--- src/firCfgPkg.sv ---
`default_nettype none

package firCfgPkg;

    // Modulator and filter geometry
    localparam int sampleBits = 1;
    localparam int dsr = 8;
    localparam int stagger = 2;
    localparam int lookahead = 8;
    localparam int lookback = 8;
    localparam int lookTotal = lookahead + lookback + dsr * (stagger - 1);
    localparam int aheadSpan = lookahead + dsr * (stagger - 1);
    localparam int backSpan = lookTotal - lookahead;
    localparam int staggerWidth = sampleBits * dsr * stagger;

    // Distributed arithmetic tables
    localparam int lutSize = 4;
    localparam int lutEntries = 2 ** lutSize;
    localparam int lutsPerUnit = lookahead * sampleBits / lutSize;

    // Number formats
    localparam int nMant = 14;
    localparam int coefWidth = nMant + 1;
    localparam int accWidth = 18;
    localparam int outWidth = 12;
    localparam int outShift = 3;
    localparam int scaledWidth = accWidth - outShift;
    localparam int satHeadBits = scaledWidth - outWidth + 1;

    // Enable rates within one evaluation period
    localparam int evalPeriod = dsr * stagger;
    localparam int cntWidth = $clog2(evalPeriod);
    localparam int phaseWidth = $clog2(dsr);

    // Warm-up: window load, LUT read, adder tree and final adder come first
    localparam int validCount = 2;
    localparam int pipeEvals = 4;
    localparam int warmPhases = stagger * pipeEvals + validCount - 1;
    localparam int warmWidth = $clog2(warmPhases + 1);

endpackage

`default_nettype wire
--- src/firCoefPkg.sv ---
`default_nettype none

package firCoefPkg;

    import firCfgPkg::*;

    // Symmetric lowpass in Q0.14, tap 0 weights the newest sample
    localparam logic signed [coefWidth-1:0] coef [lookahead + lookback] = '{
        -15'sd70,   -15'sd180,  15'sd150,   15'sd700,
        15'sd1350,  15'sd1850,  15'sd2050,  15'sd2150,
        15'sd2150,  15'sd2050,  15'sd1850,  15'sd1350,
        15'sd700,   15'sd150,   -15'sd180,  -15'sd70
    };

    // Entry = sum of +coef for a set address bit and -coef for a clear one
    // Lookahead LUT g, address bit t weights coef[7 - 4g - t]
    localparam logic signed [accWidth-1:0] lutAhead [lutsPerUnit][lutEntries] = '{
        '{-18'sd7400, -18'sd3100, -18'sd3300, 18'sd1000,
          -18'sd3700, 18'sd600,   18'sd400,   18'sd4700,
          -18'sd4700, -18'sd400,  -18'sd600,  18'sd3700,
          -18'sd1000, 18'sd3300,  18'sd3100,  18'sd7400},
        '{-18'sd600,  18'sd800,   -18'sd300,  18'sd1100,
          -18'sd960,  18'sd440,   -18'sd660,  18'sd740,
          -18'sd740,  18'sd660,   -18'sd440,  18'sd960,
          -18'sd1100, 18'sd300,   -18'sd800,  18'sd600}
    };

    // Lookback LUT g, address bit t weights coef[8 + 4g + t]
    // Matches lutAhead only because the taps are mirrored
    localparam logic signed [accWidth-1:0] lutBack [lutsPerUnit][lutEntries] = '{
        '{-18'sd7400, -18'sd3100, -18'sd3300, 18'sd1000,
          -18'sd3700, 18'sd600,   18'sd400,   18'sd4700,
          -18'sd4700, -18'sd400,  -18'sd600,  18'sd3700,
          -18'sd1000, 18'sd3300,  18'sd3100,  18'sd7400},
        '{-18'sd600,  18'sd800,   -18'sd300,  18'sd1100,
          -18'sd960,  18'sd440,   -18'sd660,  18'sd740,
          -18'sd740,  18'sd660,   -18'sd440,  18'sd960,
          -18'sd1100, 18'sd300,   -18'sd800,  18'sd600}
    };

endpackage

`default_nettype wire

--- src/firStaggeredTop.sv ---
`timescale 1ns/1ps
`default_nettype none

module firStaggeredTop (
    input  wire                            clkOut,
    input  wire                            rst,
    input  wire                            inBit,
    input  wire                            outAck,
    output logic [firCfgPkg::outWidth-1:0] outData,
    output logic                           outReq,
    output logic                           overrun
);

    import firCfgPkg::*;

    logic                       evalEn;
    logic                       phaseEn;
    logic [lookahead-1:0]       aheadWin0;
    logic [lookahead-1:0]       aheadWin1;
    logic [lookback-1:0]        backWin0;
    logic [lookback-1:0]        backWin1;
    logic signed [accWidth-1:0] aheadSum0;
    logic signed [accWidth-1:0] backSum0;
    logic signed [accWidth-1:0] aheadSum1;
    logic signed [accWidth-1:0] backSum1;
    logic                       resValid;
    logic signed [accWidth-1:0] result;

    rateEnableGen rateGen (
        .clkOut(clkOut), .rst(rst), .evalEn(evalEn), .phaseEn(phaseEn)
    );

    sampleWindow window (
        .clkOut(clkOut), .rst(rst), .inBit(inBit), .evalEn(evalEn),
        .aheadWin0(aheadWin0), .aheadWin1(aheadWin1),
        .backWin0(backWin0), .backWin1(backWin1)
    );

    // Two units per stagger copy
    daLutUnit #(.isAhead(1'b1)) aheadLut0 (
        .clkOut(clkOut), .rst(rst), .evalEn(evalEn), .window(aheadWin0), .partSum(aheadSum0)
    );
    daLutUnit #(.isAhead(1'b0)) backLut0 (
        .clkOut(clkOut), .rst(rst), .evalEn(evalEn), .window(backWin0), .partSum(backSum0)
    );
    daLutUnit #(.isAhead(1'b1)) aheadLut1 (
        .clkOut(clkOut), .rst(rst), .evalEn(evalEn), .window(aheadWin1), .partSum(aheadSum1)
    );
    daLutUnit #(.isAhead(1'b0)) backLut1 (
        .clkOut(clkOut), .rst(rst), .evalEn(evalEn), .window(backWin1), .partSum(backSum1)
    );

    staggerSerializer serializer (
        .clkOut(clkOut), .rst(rst), .evalEn(evalEn), .phaseEn(phaseEn),
        .aheadSum0(aheadSum0), .backSum0(backSum0),
        .aheadSum1(aheadSum1), .backSum1(backSum1),
        .resValid(resValid), .result(result)
    );

    outputFormatter formatter (
        .clkOut(clkOut), .rst(rst), .resValid(resValid), .result(result),
        .outAck(outAck), .outData(outData), .outReq(outReq), .overrun(overrun)
    );

endmodule

`default_nettype wire

--- src/outputFormatter.sv ---
`timescale 1ns/1ps
`default_nettype none

module outputFormatter (
    input  wire                                  clkOut,
    input  wire                                  rst,
    input  wire                                  resValid,
    input  wire signed [firCfgPkg::accWidth-1:0] result,
    input  wire                                  outAck,
    output logic [firCfgPkg::outWidth-1:0]       outData,
    output logic                                 outReq,
    output logic                                 overrun
);

    import firCfgPkg::*;

    logic signed [scaledWidth-1:0] scaled;
    logic [satHeadBits-1:0]        headBits;
    logic [outWidth-1:0]           saturated;
    logic [outWidth-1:0]           formatted;
    logic                          accept;

    // Arithmetic shift right by dropping the low bits
    assign scaled = result[accWidth-1:outShift];
    assign headBits = scaled[scaledWidth-1:outWidth-1];

    // Clip when the bits above the output sign disagree
    always_comb begin
        if ((headBits == '0) || (headBits == '1)) begin
            saturated = scaled[outWidth-1:0];
        end else if (scaled[scaledWidth-1]) begin
            saturated = {1'b1, {(outWidth-1){1'b0}}};
        end else begin
            saturated = {1'b0, {(outWidth-1){1'b1}}};
        end
    end

    // Offset binary
    assign formatted = {~saturated[outWidth-1], saturated[outWidth-2:0]};

    // Only an idle handshake with outAck back low takes a new word
    assign accept = resValid && !outReq && !outAck;

    always_ff @(posedge clkOut) begin
        if (!rst) begin
            outData <= '0;
            outReq <= 1'b0;
            overrun <= 1'b0;
        end else begin
            if (accept) begin
                outData <= formatted;
                outReq <= 1'b1;
            end else if (outReq && outAck) begin
                outReq <= 1'b0;
            end
            // Sticky until the next reset
            if (resValid && !accept) begin
                overrun <= 1'b1;
            end
        end
    end

endmodule

`default_nettype wire

--- src/staggerSerializer.sv ---
`timescale 1ns/1ps
`default_nettype none

module staggerSerializer (
    input  wire                                   clkOut,
    input  wire                                   rst,
    input  wire                                   evalEn,
    input  wire                                   phaseEn,
    input  wire signed [firCfgPkg::accWidth-1:0]  aheadSum0,
    input  wire signed [firCfgPkg::accWidth-1:0]  backSum0,
    input  wire signed [firCfgPkg::accWidth-1:0]  aheadSum1,
    input  wire signed [firCfgPkg::accWidth-1:0]  backSum1,
    output logic                                  resValid,
    output logic signed [firCfgPkg::accWidth-1:0] result
);

    import firCfgPkg::*;

    logic signed [accWidth-1:0] totResult   [stagger];
    logic signed [accWidth-1:0] resultShift [stagger];
    logic                       loadPending;
    logic [warmWidth-1:0]       warmCnt;

    // Final adder per stagger copy
    always_ff @(posedge clkOut) begin
        if (evalEn) begin
            totResult[0] <= aheadSum0 + backSum0;
            totResult[1] <= aheadSum1 + backSum1;
        end
    end

    // Load on the first phase after an evaluation, shift on the others
    always_ff @(posedge clkOut) begin
        if (phaseEn) begin
            if (loadPending) begin
                for (int j = 0; j < stagger; j++) begin
                    resultShift[j] <= totResult[j];
                end
            end else begin
                for (int j = 0; j < stagger - 1; j++) begin
                    resultShift[j] <= resultShift[j+1];
                end
                resultShift[stagger-1] <= '0;
            end
        end
    end

    assign result = resultShift[0];

    // Phases before the pipeline and the first full window are dropped
    always_ff @(posedge clkOut) begin
        if (!rst) begin
            loadPending <= 1'b0;
            warmCnt <= '0;
            resValid <= 1'b0;
        end else begin
            if (evalEn) begin
                loadPending <= 1'b1;
            end else if (phaseEn) begin
                loadPending <= 1'b0;
            end
            resValid <= phaseEn && (warmCnt == warmWidth'(warmPhases));
            if (phaseEn && (warmCnt != warmWidth'(warmPhases))) begin
                warmCnt <= warmCnt + 1'b1;
            end
        end
    end

endmodule

`default_nettype wire

--- src/daLutUnit.sv ---
`timescale 1ns/1ps
`default_nettype none

module daLutUnit #(
    parameter bit isAhead = 1'b1
) (
    input  wire                                   clkOut,
    input  wire                                   rst,
    input  wire                                   evalEn,
    input  wire        [firCfgPkg::lookahead-1:0] window,
    output logic signed [firCfgPkg::accWidth-1:0] partSum
);

    import firCfgPkg::*;
    import firCoefPkg::*;

    logic signed [accWidth-1:0] lutRead [lutsPerUnit];
    logic signed [accWidth-1:0] lutReg  [lutsPerUnit];
    logic signed [accWidth-1:0] treeSum;

    // Each 4-bit slice of the window addresses its own table
    always_comb begin
        for (int g = 0; g < lutsPerUnit; g++) begin
            if (isAhead) begin
                lutRead[g] = lutAhead[g][window[g*lutSize +: lutSize]];
            end else begin
                lutRead[g] = lutBack[g][window[g*lutSize +: lutSize]];
            end
        end
    end

    // Adder tree over the registered table outputs
    always_comb begin
        treeSum = '0;
        for (int g = 0; g < lutsPerUnit; g++) begin
            treeSum = treeSum + lutReg[g];
        end
    end

    // Two evaluation periods of latency, table read then tree
    always_ff @(posedge clkOut) begin
        if (!rst) begin
            for (int g = 0; g < lutsPerUnit; g++) begin
                lutReg[g] <= '0;
            end
            partSum <= '0;
        end else if (evalEn) begin
            for (int g = 0; g < lutsPerUnit; g++) begin
                lutReg[g] <= lutRead[g];
            end
            partSum <= treeSum;
        end
    end

endmodule

`default_nettype wire

--- src/sampleWindow.sv ---
`timescale 1ns/1ps
`default_nettype none

module sampleWindow (
    input  wire                              clkOut,
    input  wire                              rst,
    input  wire                              inBit,
    input  wire                              evalEn,
    output logic [firCfgPkg::lookahead-1:0]  aheadWin0,
    output logic [firCfgPkg::lookahead-1:0]  aheadWin1,
    output logic [firCfgPkg::lookback-1:0]   backWin0,
    output logic [firCfgPkg::lookback-1:0]   backWin1
);

    import firCfgPkg::*;

    logic [staggerWidth-1:0] stageBits;
    logic [lookTotal-1:0]    history;
    logic [aheadSpan-1:0]    aheadAll;
    logic [backSpan-1:0]     backAll;

    // Newest sample always sits at bit 0
    always_ff @(posedge clkOut) begin
        if (!rst) begin
            stageBits <= '0;
            history <= '0;
        end else begin
            stageBits <= {stageBits[staggerWidth-2:0], inBit};
            if (evalEn) begin
                history <= {history[lookTotal-staggerWidth-1:0], stageBits};
            end
        end
    end

    // Lookahead part reversed so bit 0 is the sample next to the center
    always_comb begin
        for (int i = 0; i < aheadSpan; i++) begin
            aheadAll[i] = history[aheadSpan-1-i];
        end
    end

    assign backAll = history[lookTotal-1:lookahead];

    // Copy 1 is dsr samples newer than copy 0
    assign aheadWin0 = aheadAll[0 +: lookahead];
    assign aheadWin1 = aheadAll[dsr +: lookahead];
    assign backWin0 = backAll[dsr +: lookback];
    assign backWin1 = backAll[0 +: lookback];

endmodule

`default_nettype wire

--- src/rateEnableGen.sv ---
`timescale 1ns/1ps
`default_nettype none

module rateEnableGen (
    input  wire  clkOut,
    input  wire  rst,
    output logic evalEn,
    output logic phaseEn
);

    import firCfgPkg::*;

    logic [cntWidth-1:0] phaseCnt;

    // One count drives both rates so the enables stay phase-aligned
    always_ff @(posedge clkOut) begin
        if (!rst) begin
            phaseCnt <= '0;
            evalEn <= 1'b0;
            phaseEn <= 1'b0;
        end else begin
            phaseCnt <= phaseCnt + 1'b1;
            // Evaluation once the staging register holds a full group
            evalEn <= (phaseCnt == cntWidth'(evalPeriod - 1));
            // Output phase every dsr samples
            phaseEn <= (phaseCnt[phaseWidth-1:0] == phaseWidth'(dsr - 1));
        end
    end

endmodule

`default_nettype wire

--- config.mk ---
export PLATFORM = sky130hd
export DESIGN_NAME = firStaggeredTop
export DESIGN_NICKNAME = d
export VERILOG_FILES = /design/src/firCfgPkg.sv /design/src/firCoefPkg.sv /design/src/firStaggeredTop.sv /design/src/outputFormatter.sv /design/src/staggerSerializer.sv /design/src/daLutUnit.sv /design/src/sampleWindow.sv /design/src/rateEnableGen.sv
export SDC_FILE = /design/constraint.sdc
export NUM_CORES = 1
export LEC_CHECK = 0
export BUFFER_PORTS_ARGS = -buffer_cell sky130_fd_sc_hd__buf_2
export CORE_ASPECT_RATIO = 0.5
export CORE_UTILIZATION = 50
export DETAILED_ROUTE_END_ITERATION = 10
export GPL_TIMING_DRIVEN = 0
export PLACE_DENSITY = 0.68
export SLEW_MARGIN = 10
export SYNTH_ARGS = -nofsm -noshare
export SYNTH_HDL_FRONTEND = slang
export SYNTH_HIERARCHICAL = 1
export SYNTH_SLANG_ARGS = --single-unit
export TNS_END_PERCENT = 20
--- constraint.sdc ---
create_clock -name clkOut -period 2.3 [get_ports clkOut]
set_input_delay 0.345 -clock clkOut [delete_from_list [all_inputs] [get_ports clkOut]]
set_output_delay 0.345 -clock clkOut [all_outputs]
set_load 0.05 [all_outputs]
==> impl_metrics.ini <==
[critical_path]
crit_type = reg2reg
path_buf_inv = 3
timing.critical_path.mode_cell = inv_1
crit_chain = buf_4 > inv_1 > ha_1 > inv_1 > mux4_2 > nor2b_1
crit_path_max_incr_delay_ns = 0.54
critPathMaxFanout = 7
cp.arrival_ns = 2.53
cp_top_family = flip-flops
slowest_stage = dfxtp_1
end_kind = flop
start_kind = flop
critPathRequiredTime_ns = 2.59

[routing]
wl_per_cell_um = 16.59
wl_met2_um = 15140
routed_wl_um = 34840
via_per_inst = 5.527
drc = 0
top_layer_used = met4
met1_length_um = 17170
num_vias = 11610
wl_met3_um = 1705
drtIter0Drc = 964
first_pass_iters = 5
ant_nets = 0

[run]
cap_viol_max_count = 0

[grt]
grt_use_total = 0.2136
grt_pass1_vias = 11140
grt_pass1_wl_um = 56900
antenna_found_initial = 0
grt_overflow = 0
grt_max_degree = 37

[die]
coreArea_um2 = 30970
dieWidth_um = 255.6
die_h_um = 128.8
start_util = 0.5194
core.rowCount = 45
die_area_um2 = 32930
num_io_pins = 18

[finish]
nets = 1813
final_common_cell = nor2_1
ff_latch_area_um2 = 6930
diodes = 0
nFillCells = 2628
multi_input_area_um2 = 8389
synthToLayoutAreaGrowth_pct = 9.669
layout-drive-gt1-share = 0.1151
final_cell_mix = nor2_1 (185), edfxtp_1 (144), ha_1 (143), nand2_1 (135), dfxtp_1 (129)

[cts]
hold_buffers = 0
clkLatencyLatePin_ns = 0.55
clkSinkCount = 274
cts_inserted_buffers = 26
htreeDepth = 1
cts_tree = yes
clk_pin_slew_worst_paths_ns = 0.06
clk_path_buf_depth = 3
clockRootBuffer = clkbuf_16

[yosys]
syn_inst = 1607
syn_area_per_cell_um2 = 10.01
synth_area_um2 = 16080
yosysWarnings = 6

[placed_design]
hpwl_um = 25770
routabilityCongestion = 0.8885
io_buffers = 17
pre_cts_ws_ns = -0.4028

[timing]
drv_slew = 0
finalClockSkew_ns = 0.01152
slew_headroom = 0.4458
max_freq_mhz = 446.2
fin_crit_sh = 0.9744
rsz0062_at_grt = no
worst_slew_pin_slew_ns = 0.8303
hold_viol = 0
finalSetupViolCount = 0
worst_slack_ns = 0.05885
min_period_ns = 2.241
fin_hold_ws_ns = 0.02756

[run_status]
status = finished clean

[pwr]
power_leakage_uw = 0.006969
power.density_nw_per_um2 = 566.5
ir_drop_mv = 0.4856

[worst_hold_path]
hp-class = in2reg
-- layer usage --
layer	up-vias	GRT usage
li1	5823	-
met5	-	0
met1	5487	0.2994
met2	238	0.3451
met4	0	0.05812
met3	59	0.03369
-- flip-flops by register name (all words and copies together) (netlist names) --
name / count
rateGen/phaseEn: 1
aheadLut0/partSum: 16
serializer/totResult: 30
backLut1/partSum: 16
rateGen/evalEn: 1
backLut1/lutReg: 21
aheadLut0/lutReg: 21
formatter/overrun: 1
formatter/outReq: 1
window/history: 24
window/stageBits: 16
rateGen/phaseCnt: 4
serializer/resultShift: 30
aheadLut1/partSum: 16
serializer/warmCnt: 4
formatter/outData: 12
backLut0/partSum: 16
serializer/resValid: 1
serializer/loadPending: 1
backLut0/lutReg: 21
aheadLut1/lutReg: 21
-- final cells by class --
cell class / instances / area share
plain buffers: 90 / 0.03242
multi-input cells: 1175 / 0.4756
clock inverters: 13 / 0.005391
clock buffers: 35 / 0.04298
flip-flops and latches: 274 / 0.3929
repair buffers: 18 / 0.005391
well taps: 423 / 0.03000
inverters: 72 / 0.01532
-- stage by stage --
stage               setup TNS, ns  cell area [um2]  instances  total power (uW)    util
floorplan                       0            16100       1611              5661       -
global placement           -27.34            16710       2051              5759  0.5398
detailed placement         -32.84            16720       2051              5772  0.5398
CTS                             0            17580       2099             10080  0.5678
global route                    0            17640       2100             10340  0.5696
finish                          0            17640       2100              9994  0.5696
-- where the power goes --
| group | switching, uW | internal (uW) |
|---|---|---|
| Clock | 1890 | 2430 |
| Sequential | 28.5 | 5170 |
| Combinational | 295 | 176 |
| Total | 2210 | 7780 |
-- repair_timing --
| item | in CTS | in global routing |
|---|---|---|
| endpoints found under the setup margin | 91 | 48 |
| resized for setup | 2 | 9 |
| pin swaps | 0 | 2 |
| setup buffers | 0 | 1 |
-- worst register-to-register path, delay by kind of cell, from the launching register on --
family	cells	cell delay (ns)
flops	1	0.54
fa+ha+maj	1	0.42
simple gates	1	0.14
mux	1	0.44
buf+inv	3	0.44
-- worst paths after layout --
| kind | to | slack [ns] | start | cells after the start |
|---|---|---|---|---|
| worst max-delay path | backLut1/lutReg[0][22]$_SDFFCE_PN0P_ | 0.06 | window/history[13]$_SDFFE_PN0P_ | 6 |
| worst min-delay path | formatter/outReq$_SDFFE_PN0P_ | 0.03 | outAck | 2 |
| worst max register to register | backLut1/lutReg[0][22]$_SDFFCE_PN0P_ | 0.06 | window/history[13]$_SDFFE_PN0P_ | 6 |
| worst min register to register | window/stageBits[15]$_SDFF_PN0_ | 0.45 | window/stageBits[14]$_SDFF_PN0_ | 1 |
Power figures use the tool's default switching activity.
